==> src/rtl/cart_config.svh <==
// Cart stream widths, ROM header title placement and flash signature macros
`ifndef CART_CONFIG_SVH
`define CART_CONFIG_SVH

// ========================================
// Download stream
// ========================================

// Byte address of the loader stream
`define CART_ADDR_W 27
// One beat, two image bytes
`define CART_DATA_W 16

// ========================================
// ROM header
// ========================================

`define CART_TITLE_BASE 'h0A0   // Game title start in the pak header
`define CART_TITLE_BYTES 12     // Title length, zero padded when short

// ========================================
// Save chip detect
// ========================================

// Marker string left in the pak by the 128K flash library
`define CART_FLASH_SIG "FLASH1M_V"
`define CART_SIG_BYTES 9        // Length of the marker above

`endif
==> src/rtl/cart_pkg.sv <==
// Cart inspection types: stream vectors, pak word address, title and profile FSM states

`include "cart_config.svh"

package cart_pkg;

	// ========================================
	// Loader stream
	// ========================================

	typedef logic [`CART_ADDR_W-1:0] dl_addr_t;  // Byte address
	typedef logic [`CART_DATA_W-1:0] dl_data_t;  // Low byte comes first in the image
	typedef logic [7:0]              dl_index_t; // 0 is BIOS, all ones is code

	// ========================================
	// Profile fields
	// ========================================

	// 32-bit word address, byte address without bits 1:0
	typedef logic [`CART_ADDR_W-3:0] pak_word_addr_t;

	typedef logic [1:0] cart_type_t;  // Index bits 7:6

	// Header title in string order, first character in the top byte
	typedef logic [`CART_TITLE_BYTES*8-1:0] title_t;

	typedef enum logic [1:0] {
		idle,     // No cart download seen
		loading,  // Cart beats streaming
		publish   // Profile valid this cycle
	} profile_state_t;

endpackage

==> src/rtl/cart_stream_if.sv <==
// Registered cart download stream with source and scan modports
`timescale 1ns/1ns

interface cart_stream_if;

	logic                start;  // First cycle of a cart download
	logic                wr;     // Beat valid, no stall possible
	cart_pkg::dl_addr_t  addr;   // Byte address of the low byte
	cart_pkg::dl_data_t  data;   // Low byte is the earlier image byte

	// Profile block owns the stream
	modport source (
		output start,
		output wr,
		output addr,
		output data
	);

	// Scanners listen in parallel
	modport scan (
		input  start,
		input  wr,
		input  addr,
		input  data
	);

endinterface

==> src/rtl/cart_inspect_top.sv <==
// Cart inspection top: stream interface, profile block and the two header scanners
`timescale 1ns/1ns

module cart_inspect_top (
	input  logic                     clk_sys,
	input  logic                     reset,
	input  logic                     dl_active,
	input  cart_pkg::dl_index_t      dl_index,
	input  logic                     dl_wr,
	input  cart_pkg::dl_addr_t       dl_addr,
	input  cart_pkg::dl_data_t       dl_data,
	output logic                     profile_valid,
	output logic                     cart_loaded,
	output cart_pkg::cart_type_t     cart_type,
	output logic                     force_turbo,
	output logic                     flash_1m,
	output logic                     sram_quirk,
	output logic                     memory_remap,
	output cart_pkg::pak_word_addr_t max_pak_addr
);

	logic flash_found;        // From the signature scanner
	logic title_sram_quirk;   // From the title lookup
	logic title_remap_quirk;

	cart_stream_if cart_stream ();  // Shared by both scanners

	// ========================================
	// Profile and input stage
	// ========================================

	cart_profile i_cart_profile (
		.clk_sys        (clk_sys),
		.reset          (reset),
		.dl_active      (dl_active),
		.dl_index       (dl_index),
		.dl_wr          (dl_wr),
		.dl_addr        (dl_addr),
		.dl_data        (dl_data),
		.stream         (cart_stream),
		.flash_found    (flash_found),
		.sram_quirk_in  (title_sram_quirk),
		.remap_quirk_in (title_remap_quirk),
		.profile_valid  (profile_valid),
		.cart_loaded    (cart_loaded),
		.cart_type      (cart_type),
		.force_turbo    (force_turbo),
		.flash_1m       (flash_1m),
		.sram_quirk     (sram_quirk),
		.memory_remap   (memory_remap),
		.max_pak_addr   (max_pak_addr)
	);

	// Scanners side by side, same beats
	flash_sig_scan i_flash_sig_scan (
		.clk_sys     (clk_sys),
		.reset       (reset),
		.stream      (cart_stream),
		.flash_found (flash_found)
	);

	title_quirk_match i_title_quirk_match (
		.clk_sys     (clk_sys),
		.reset       (reset),
		.stream      (cart_stream),
		.sram_quirk  (title_sram_quirk),
		.remap_quirk (title_remap_quirk)
	);

endmodule

==> src/rtl/cart_profile.sv <==
// Loader input registers, cart download decode, profile FSM and published profile
`timescale 1ns/1ns

module cart_profile (
	input  logic                     clk_sys,
	input  logic                     reset,
	input  logic                     dl_active,
	input  cart_pkg::dl_index_t      dl_index,
	input  logic                     dl_wr,
	input  cart_pkg::dl_addr_t       dl_addr,
	input  cart_pkg::dl_data_t       dl_data,
	cart_stream_if.source            stream,
	input  logic                     flash_found,
	input  logic                     sram_quirk_in,
	input  logic                     remap_quirk_in,
	output logic                     profile_valid,
	output logic                     cart_loaded,
	output cart_pkg::cart_type_t     cart_type,
	output logic                     force_turbo,
	output logic                     flash_1m,
	output logic                     sram_quirk,
	output logic                     memory_remap,
	output cart_pkg::pak_word_addr_t max_pak_addr
);

	logic                     dl_active_q;
	logic                     dl_wr_q;
	cart_pkg::dl_index_t      dl_index_q;
	cart_pkg::dl_addr_t       dl_addr_q;
	cart_pkg::dl_data_t       dl_data_q;
	logic                     cart_dl;     // Registered download is a game pak
	logic                     dl_done;     // Cart stream just stopped
	cart_pkg::profile_state_t state;
	cart_pkg::dl_addr_t       last_addr;   // Last written byte address
	cart_pkg::cart_type_t     type_q;      // Index bits 7:6 of this download

	// ========================================
	// Input stage
	// ========================================

	always_ff @(posedge clk_sys) begin
		if (reset) begin
			dl_active_q <= 1'b0;
			dl_wr_q     <= 1'b0;
		end else begin
			dl_active_q <= dl_active;
			dl_wr_q     <= dl_wr;
		end
	end

	always_ff @(posedge clk_sys) begin
		dl_index_q <= dl_index;
		dl_addr_q  <= dl_addr;
		dl_data_q  <= dl_data;
	end

	// Index 0 is BIOS, all ones is code, anything else a pak
	assign cart_dl = dl_active_q & (dl_index_q != '0) & (dl_index_q != '1);
	assign dl_done = (state == cart_pkg::loading) & ~cart_dl;

	assign stream.start = cart_dl & (state != cart_pkg::loading);  // Also right after publish
	assign stream.wr    = cart_dl & dl_wr_q;
	assign stream.addr  = dl_addr_q;
	assign stream.data  = dl_data_q;

	// ========================================
	// Profile FSM
	// ========================================

	always_ff @(posedge clk_sys) begin
		if (reset) begin
			state <= cart_pkg::idle;
		end else begin
			case (state)
				cart_pkg::idle:    state <= stream.start ? cart_pkg::loading : cart_pkg::idle;
				cart_pkg::loading: state <= cart_dl ? cart_pkg::loading : cart_pkg::publish;
				cart_pkg::publish: state <= stream.start ? cart_pkg::loading : cart_pkg::idle;
				default:           state <= cart_pkg::idle;
			endcase
		end
	end

	assign profile_valid = (state == cart_pkg::publish);  // One cycle per cart download

	always_ff @(posedge clk_sys) begin
		if (stream.start) begin
			type_q    <= dl_index_q[7:6];
			last_addr <= '0;  // Empty download reports address 0
		end
		if (stream.wr) begin
			last_addr <= dl_addr_q;
		end
	end

	// Scanner flags settled one edge after the last beat
	always_ff @(posedge clk_sys) begin
		if (reset) begin
			cart_loaded  <= 1'b0;
			cart_type    <= '0;
			force_turbo  <= 1'b0;
			flash_1m     <= 1'b0;
			sram_quirk   <= 1'b0;
			memory_remap <= 1'b0;
			max_pak_addr <= '0;
		end else if (dl_done) begin
			cart_loaded  <= 1'b1;
			cart_type    <= type_q;
			force_turbo  <= |type_q;  // Non GBA cart types run at full speed
			flash_1m     <= flash_found;
			sram_quirk   <= sram_quirk_in;
			memory_remap <= remap_quirk_in;
			max_pak_addr <= cart_pkg::pak_word_addr_t'(last_addr >> 2);
		end
	end

endmodule

==> src/rtl/title_quirk_match.sv <==
// ROM header title capture and lookup in the SRAM disable and memory remap quirk table
`timescale 1ns/1ns

`include "cart_config.svh"

module title_quirk_match (
	input  logic        clk_sys,
	input  logic        reset,
	cart_stream_if.scan stream,
	output logic        sram_quirk,
	output logic        remap_quirk
);

	localparam int title_n = `CART_TITLE_BYTES;
	localparam int quirk_n = 6;

	// ========================================
	// Quirk table
	// ========================================

	// Short titles are zero padded in the header
	localparam cart_pkg::title_t quirk_titles [quirk_n] = '{
		"ROCKY BOXING",                // Boxing title, SRAM only
		"DRAGONBALL Z",                // Legacy of Goku EU
		{"IRIDIONII", 24'h000000},     // Shooter, SRAM only
		{"SUPER MARIO", 8'h00},        // NES classic series
		{"ZELDA 1", 40'h0000000000},   // NES classic series
		"STAR SOLDIER"                 // Famicom mini series
	};

	// Bit i belongs to table entry i
	localparam logic [quirk_n-1:0] sram_tab  = 6'b111111;
	localparam logic [quirk_n-1:0] remap_tab = 6'b111000;  // NES ports also remap

	cart_pkg::title_t   title;      // Captured header title
	cart_pkg::dl_addr_t title_off;  // Beat address relative to the title start
	logic               title_end;  // First beat past the title
	logic               hit_sram;
	logic               hit_remap;

	assign title_off = stream.addr - cart_pkg::dl_addr_t'(`CART_TITLE_BASE);
	assign title_end = (stream.addr ==
		cart_pkg::dl_addr_t'(`CART_TITLE_BASE + `CART_TITLE_BYTES));

	// ========================================
	// Title capture
	// ========================================

	// Each beat fills two characters, low byte is the earlier one
	always_ff @(posedge clk_sys) begin
		if (stream.wr) begin
			for (int k = 0; k < title_n; k += 2) begin
				if (title_off == cart_pkg::dl_addr_t'(k)) begin
					title[(title_n - 2 - k) * 8 +: 16] <= {stream.data[7:0], stream.data[15:8]};
				end
			end
		end
	end

	// Full table compare on the captured title
	always_comb begin
		hit_sram  = 1'b0;
		hit_remap = 1'b0;
		for (int i = 0; i < quirk_n; i++) begin
			if (title == quirk_titles[i]) begin
				hit_sram  = hit_sram | sram_tab[i];
				hit_remap = hit_remap | remap_tab[i];
			end
		end
	end

	// ========================================
	// Result flags
	// ========================================

	// All twelve characters are in once the beat after the title arrives
	always_ff @(posedge clk_sys) begin
		if (reset) begin
			sram_quirk  <= 1'b0;
			remap_quirk <= 1'b0;
		end else if (stream.wr && title_end) begin
			sram_quirk  <= hit_sram;
			remap_quirk <= hit_remap;
		end else if (stream.start) begin
			sram_quirk  <= 1'b0;  // Unknown until the header is seen
			remap_quirk <= 1'b0;
		end
	end

endmodule

==> src/rtl/flash_sig_scan.sv <==
// Flash 1M save chip signature scanner, matches at either byte alignment of a beat
`timescale 1ns/1ns

`include "cart_config.svh"

module flash_sig_scan (
	input  logic        clk_sys,
	input  logic        reset,
	cart_stream_if.scan stream,
	output logic        flash_found
);

	localparam int sig_w = `CART_SIG_BYTES * 8;
	localparam logic [sig_w-1:0] flash_sig = `CART_FLASH_SIG;

	logic [sig_w-9:0] hist;      // Previous image bytes, oldest at the top
	logic [sig_w-9:0] hist_cur;  // History this beat compares against
	logic [7:0]       byte_lo;   // Earlier byte of the beat
	logic [7:0]       byte_hi;   // Later byte of the beat
	logic             match_lo;
	logic             match_hi;

	assign byte_lo = stream.data[7:0];
	assign byte_hi = stream.data[15:8];

	// Fresh download starts from an empty history
	// Zero bytes never occur in the marker
	assign hist_cur = stream.start ? '0 : hist;

	// ========================================
	// Two windows per beat
	// ========================================

	// Marker ends on the low byte
	assign match_lo = ({hist_cur, byte_lo} == flash_sig);
	// Marker ends on the high byte
	assign match_hi = ({hist_cur[sig_w-17:0], byte_lo, byte_hi} == flash_sig);

	// Shift in both bytes in image order
	always_ff @(posedge clk_sys) begin
		if (stream.wr) begin
			hist <= {hist_cur[sig_w-25:0], byte_lo, byte_hi};
		end else if (stream.start) begin
			hist <= '0;
		end
	end

	// Sticky for the rest of the download
	always_ff @(posedge clk_sys) begin
		if (reset) begin
			flash_found <= 1'b0;
		end else if (stream.wr && (match_lo || match_hi)) begin
			flash_found <= 1'b1;
		end else if (stream.start) begin
			flash_found <= 1'b0;  // New pak, forget the old result
		end
	end

endmodule

==> config.mk <==
export PLATFORM = sky130hd
export DESIGN_NAME = cart_inspect_top
export DESIGN_NICKNAME = d
export VERILOG_FILES = /design/src/rtl/cart_pkg.sv /design/src/rtl/cart_stream_if.sv /design/src/rtl/cart_inspect_top.sv /design/src/rtl/cart_profile.sv /design/src/rtl/title_quirk_match.sv /design/src/rtl/flash_sig_scan.sv
export VERILOG_INCLUDE_DIRS = /design/src /design/src/rtl
export SDC_FILE = /design/constraint.sdc
export NUM_CORES = 1
export LEC_CHECK = 0
export BUFFER_PORTS_ARGS = -buffer_cell sky130_fd_sc_hd__buf_2
export CORE_MARGIN = 1.5
export CORE_UTILIZATION = 45
export DETAILED_ROUTE_END_ITERATION = 7
export GPL_ROUTABILITY_DRIVEN = 0
export PLACE_DENSITY = 0.61
export SLEW_MARGIN = 30
export SYNTH_ARGS = -nofsm -noshare
export SYNTH_HDL_FRONTEND = slang
export SYNTH_SLANG_ARGS = --single-unit
==> constraint.sdc <==
create_clock -name clk_sys -period 4.3 [get_ports clk_sys]
set_input_delay 1.29 -clock clk_sys [delete_from_list [all_inputs] [get_ports clk_sys]]
set_output_delay 1.29 -clock clk_sys [all_outputs]
set_load 0.1 [all_outputs]
# Yosys cells after proc, flatten, opt, wreduce, memory -nomap -nowiden
# Index checks and enable logic that the tools add are counted.
[word_totals]
output_inout_bits = 33
latch_bits = 0
romBits = 0
register_bits = 279
in_bits = 55
n_memories = 0
elab_cells = 87
mem_bits_rw = 0
[op_classes]
order_cmp = 0
add_sub_neg = 1
eq_ne = 18
div_mod_pow = 0
n_shift = 0
reduce_logical = 17
n_bitwise = 6
mux = 20
multipliers = 0
[ops]
columns = ["op", "count"]
rows = [
  ["equality test 96 x 95 -> 1 bit, second input constant", 6],
  ["equality test 72 x 71 -> 1 bit, second input constant", 2],
  ["2-to-1 mux 64 bit", 2],
  ["equality test 27 x 3 -> 1 bit, second input constant", 2],
  ["equality test 27 x 4 -> 1 bit, second input constant", 2],
  ["2-to-1 mux 27 bit", 2],
  ["equality test 27 x 2 -> 1 bit, second input constant", 1],
  ["equality test 27 x 8 -> 1 bit, second input constant", 1],
  ["logical NOT 27 bit", 1],
  ["subtractor 27 x 8 -> 27 bit, second input constant", 1],
  ["2-to-1 mux 1 bit", 14],
  ["AND reduction 2 bit", 6],
  ["inequality test 8 bit, second input constant", 1],
  ["nonzero test 8 bit", 1],
  ["nonzero test 2 bit", 3],
  ["bitwise AND 1 bit", 5],
  ["case mux 2 bit (2 select lines)", 1],
  ["OR reduction 2 bit", 2],
  ["equality test 2 x 1 -> 1 bit, second input constant", 1],
  ["equality test 2 bit, second input constant", 1],
  ["logical AND 1 bit", 2],
  ["logical NOT 2 bit", 1],
  ["2-to-1 mux 2 bit", 1],
  ["inequality test 2 x 1 -> 1 bit, second input constant", 1],
  ["other kinds (2)", 2],
]

# Longest topological paths before layout
[logic_depth]
depth_word = 9
mapped_depth = 10
ltp_nobuf = 9

# Hierarchy
# A second synthesis with hierarchy kept.
[hier_totals]
hier_cells = 898
area_unflattened_um2 = 10613.9
[by_module_without_submodules]
columns = ["mod", "cells_per_inst", "area_each_um2", "seq_area_each_um2", "instances"]
rows = [
  ["title_quirk_match", 289, 4108.9, 2922.8, 1],
  ["cart_profile", 374, 4035.1, 2552.4, 1],
  ["flash_sig_scan", 235, 2469.9, 1301.2, 1],
]

# Worst setup path before layout
# Ideal clock, no wire load.
[synth_timing]
kind = "register -> register"
startpoint = "register i_cart_profile.dl_addr_q[5] (netlist: i_cart_profile.stream.addr[5])"
endpoint = "register i_title_quirk_match.title[80], enable pin"
period_less_slack_ns = 3.707
n_path_buf = 0
stages_incl_launch_ff = 8
t_arrival_ns = 3.277
required_ns = 3.870
setup_time_ns = 0.430
setup_slack_ns = 0.593
path_cell_list = "dfxtp_1 > inv_2 > ha_1 > nor2b_1 > a21oi_1 > a211o_1 > a2111o_1 > nor4_1"
[synth_via]
elab_chain_len = 3
[synth_lines]
columns = ["element", "line", "source"]
rows = [
  ["start, declared", "cart_profile.sv:29", "cart_pkg::dl_addr_t dl_addr_q;"],
  ["start signal, assigned", "cart_profile.sv:53", "dl_addr_q <= dl_addr;"],
  ["subtractor 27 x 8 -> 27 bit", "title_quirk_match.sv:41", "assign title_off = stream.addr - cart_pkg::dl_addr_t'(`CART_TITLE_BASE);"],
  ["logical NOT 27 bit", "title_quirk_match.sv:53", "if (title_off == cart_pkg::dl_addr_t'(k)) begin"],
  ["AND reduction 2 bit (no line)", "--", ""],
  ["end signal, assigned by index", "title_quirk_match.sv:54", "title[(title_n - 2 - k) * 8 +: 16] <= {stream.data[7:0], stream.data[15:8]};"],
  ["end, declared", "title_quirk_match.sv:35", "cart_pkg::title_t title;"],
]
# Every way passes these cells.
# A chain may end at the register's enable or synchronous reset.

# Final worst setup path
[layout_timing]
startpoint = "register i_cart_profile.dl_index_q[1]"
endpoint = "register i_cart_profile.last_addr[24], enable pin"
[layout_via]
elab_chain_len = 5
elab_cells_between_ends = 7
classes_between = "eq/ne: 1; bitwise: 4; reduce/logical: 2"
[layout_lines]
columns = ["element", "line", "source"]
rows = [
  ["start, declared", "cart_profile.sv:28", "cart_pkg::dl_index_t dl_index_q;"],
  ["start signal, assigned", "cart_profile.sv:52", "dl_index_q <= dl_index;"],
  ["nonzero test 8 bit", "cart_profile.sv:58", "assign cart_dl = dl_active_q & (dl_index_q != '0) & (dl_index_q != '1);"],
  ["bitwise AND 1 bit", "cart_profile.sv:58", ""],
  ["bitwise AND 1 bit *", "cart_profile.sv:58", ""],
  ["bitwise AND 1 bit, on equally long branches", "cart_profile.sv:61, cart_profile.sv:62", ""],
  ["nonzero test 2 bit (no line) *", "--", ""],
  ["end signal, assigned", "cart_profile.sv:91", "last_addr <= dl_addr_q;"],
  ["end, declared", "cart_profile.sv:34", "cart_pkg::dl_addr_t last_addr;"],
]
# Mark *: on every way between the ends. The rest lies on a longest branch, timed or not.

==> reports/metrics.cfg <==
[status]
outcome=finished, final reports clean

[cells_and_area]
fill_cells=1916
syn_to_final_growth_pct=18.1
diodes=0
final_layout_size_suffix_gt1_share_pct=17.1
nets=1019

[global_route]
grt_pass1_wl_um=38700
grt.overflow.total=0
grt_max_degree=67
grt.total_usage_pct=21.1
first_global_vias=6900
antenna_found_initial=0

[clock_tree]
path_clk_slew_ns=0.06
postCtsHoldBufs=0
cts_tree=built
ctsRootBufferMaster=clkbuf_16
clock_path_buffers=3
cts.sinks=277
post_cts_buffers=0
h-tree-depth=1
post_cts_resized=0
clk_latency_ns=0.55
cts_inserted_buffers=29

[synthesis]
synthFlopType=dfxtp_1
yosysMostFrequentCell=nand2_1
synth_cell_types=57
async_flop_share_pct=0
synth_nets=924
syn_area_per_cell_um2=11.5
synth-seq-cells=277
synth_edf_count=123
synthesis.area_um2=9980
synth_area_leader_cell=edfxtp_1
synth.top_cells.by_count=nand2_1 (179), dfxtp_1 (154), edfxtp_1 (123)
synthCells=868
yosys.area.top_type_share_pct=37.0
seq_area_frac_synth_pct=67.9
ys_warn_count=0
synthTopCellsByArea=edfxtp_1 (37%), dfxtp_1 (31%), nand2_1 (6.7%)

[hold_path]
hold_class=flip-flop to flip-flop

[routing]
first_iter_violations=661
vias=7105
firstDrtPassIters=6
via_per_inst=5.61
wl_um=24600
wire_per_inst_um=19.4
ant_nets=0
drc=0

[floorplan]
die_h_um=152
row_count=54
core_um2=21800
start_util_pct=45.7
ioPinCount=88
die_area_um2=23100
chipWidth_um=152

[timing]
tightest_slew_ns=1.04
setup_viol_count_final=0
finalHoldViolCount=0
period_needed_ns=3.53
clock.fmax_ghz=0.283
final_max_slew_viol_count=0
fin_tns_setup_ns=0
skew_ns=0.0148
max_slew_margin_pct=30.2
grt_setup_unrepaired=no
setup_ws_ns=0.769
fin_crit_sh_pct=82.1

[worst_setup_path]
cp_common_cell=nor2_4
worst_setup_path_start_kind=flip-flop
cp_slowest_cell=clkinv_1
crit_family=simple AND/OR/NAND/NOR gates
cp-end-kind=flip-flop
cp_num_buf_inv=2
cp_max_fo=53
worst-setup-path-type=flip-flop to flip-flop
cp_slowest_stage_delay_ns=0.86
cp.required_ns=4.29
crit_chain=or4_1, o21ai_1, or2_1, nor2_4, buf_4, nor2_4, clkinv_1
arrival_ns=3.53

[pwr]
switching_share_pct=21.8
p_switching_uw=1240
ir_drop_uv=387
power_density_nw_per_um2=484
p_clk_share_pct=45.6
p_int_uw=4460
power_frac_comb_pct=3.7
p_leak_uw=0.00409
pwr-share-seq_pct=50.7

[place]
place_ws_ns=1.14
dp_hpwl_um=17200
portBuffers=87

[job]
drv_cap=0

## sequential cells by signal (all words and copies together), names as in the netlist, 2 cells and up
signal and flops:
i_title_quirk_match.title 96, i_flash_sig_scan.hist 64, i_cart_profile.stream.addr 27, i_cart_profile.last_addr 25, i_cart_profile.max_pak_addr 25, i_cart_profile.stream.data 16
i_cart_profile.dl_index_q 8, i_cart_profile.cart_type 2, i_cart_profile.state 2, i_cart_profile.type_q 2
## cell type report
cell class	count	area, um2	area share, %
sequential	277	6780	57.5
clock inverter	13	158	1.34
multi-input combinational	548	3080	26.1
clock buffer	41	863	7.33
timing repair buffer	99	526	4.46
inverter	8	30.0	0.255
tap	280	350	2.97
## final timing paths
| path | slack, ns | cells past startpoint | endpoint | startpoint |
|---|---|---|---|---|
| min reg2reg | 0.45 | 2 | i_cart_profile.max_pak_addr[22]$_SDFFE_PP0P_ | i_cart_profile.max_pak_addr[22]$_SDFFE_PP0P_ |
| max reg2reg | 0.77 | 7 | i_cart_profile.last_addr[24]$_SDFFCE_PN0P_ | i_cart_profile.dl_index_q[1]$_DFF_P_ |
| min | 0.45 | 2 | i_cart_profile.max_pak_addr[22]$_SDFFE_PP0P_ | i_cart_profile.max_pak_addr[22]$_SDFFE_PP0P_ |
| max | 0.77 | 7 | i_cart_profile.last_addr[24]$_SDFFCE_PN0P_ | i_cart_profile.dl_index_q[1]$_DFF_P_ |
## routing by layer
| metal | share of wire, % | vias up | GRT usage, % |
|---|---|---|---|
| met4 | 3.4 | 0 | 8.04 |
| met2 | 46 | 248 | 33.7 |
| met3 | 5.3 | 67 | 3.17 |
| met5 | 0 | - | 0 |
| met1 | 45 | 3390 | 29.1 |
| li1 | - | 3400 | - |
## cell families (layout without fill, tap and decap cells)
family | Yosys count | after routing | synth area share, %
AND/OR/NAND/NOR | 427 | 427 | 23.0
flip-flops | 277 | 277 | 67.9
AO/OA/AOI/OAI | 119 | 119 | 7.08
buffers and inverters | 43 | 161 | 1.76
adder cells (fa/ha/maj) | 1 | 1 | 0.125
multiplexers | 1 | 1 | 0.100
## through the flow
step	instances	hold slack (ns)	total power [uW]	util, %	area [um2]
detailed placement	1212	0.443	3160	49.3	10800
global route	1266	0.466	5880	54.0	11800
CTS	1266	0.446	5750	54.0	11800
finish	1266	0.449	5700	54.0	11800
floorplan	868	0.422	3070	-	9980
global placement	1212	0.438	3160	49.3	10800
## worst register-to-register path, cell delays in order (launching register included)
cell      delay, ns
dfxtp_1        0.31
or4_1          0.52
o21ai_1        0.15
or2_1          0.31
nor2_4         0.06
buf_4          0.30
nor2_4         0.45
clkinv_1       0.86
## cells in the final DEF, fill, tap and decap left out, types with 23 or more instances in the layout
cell	count
nor4b_1	24
and3_1	23
nor2_1	29
clkbuf_16	30
edfxtp_1	123
a21oi_1	80
buf_2	87
nor4_1	29
dfxtp_1	154
nand2_1	178
nand4_1	31
## power groups by stage
stage	combinational (uW)	clock [uW]	sequential, uW
global route	227	2750	2900
global placement	211	0	2950
CTS	213	2640	2890
finish	211	2600	2890
detailed placement	212	0	2950
floorplan	88.6	0	2980
No activity file was read; power rests on OpenSTA's default activity.
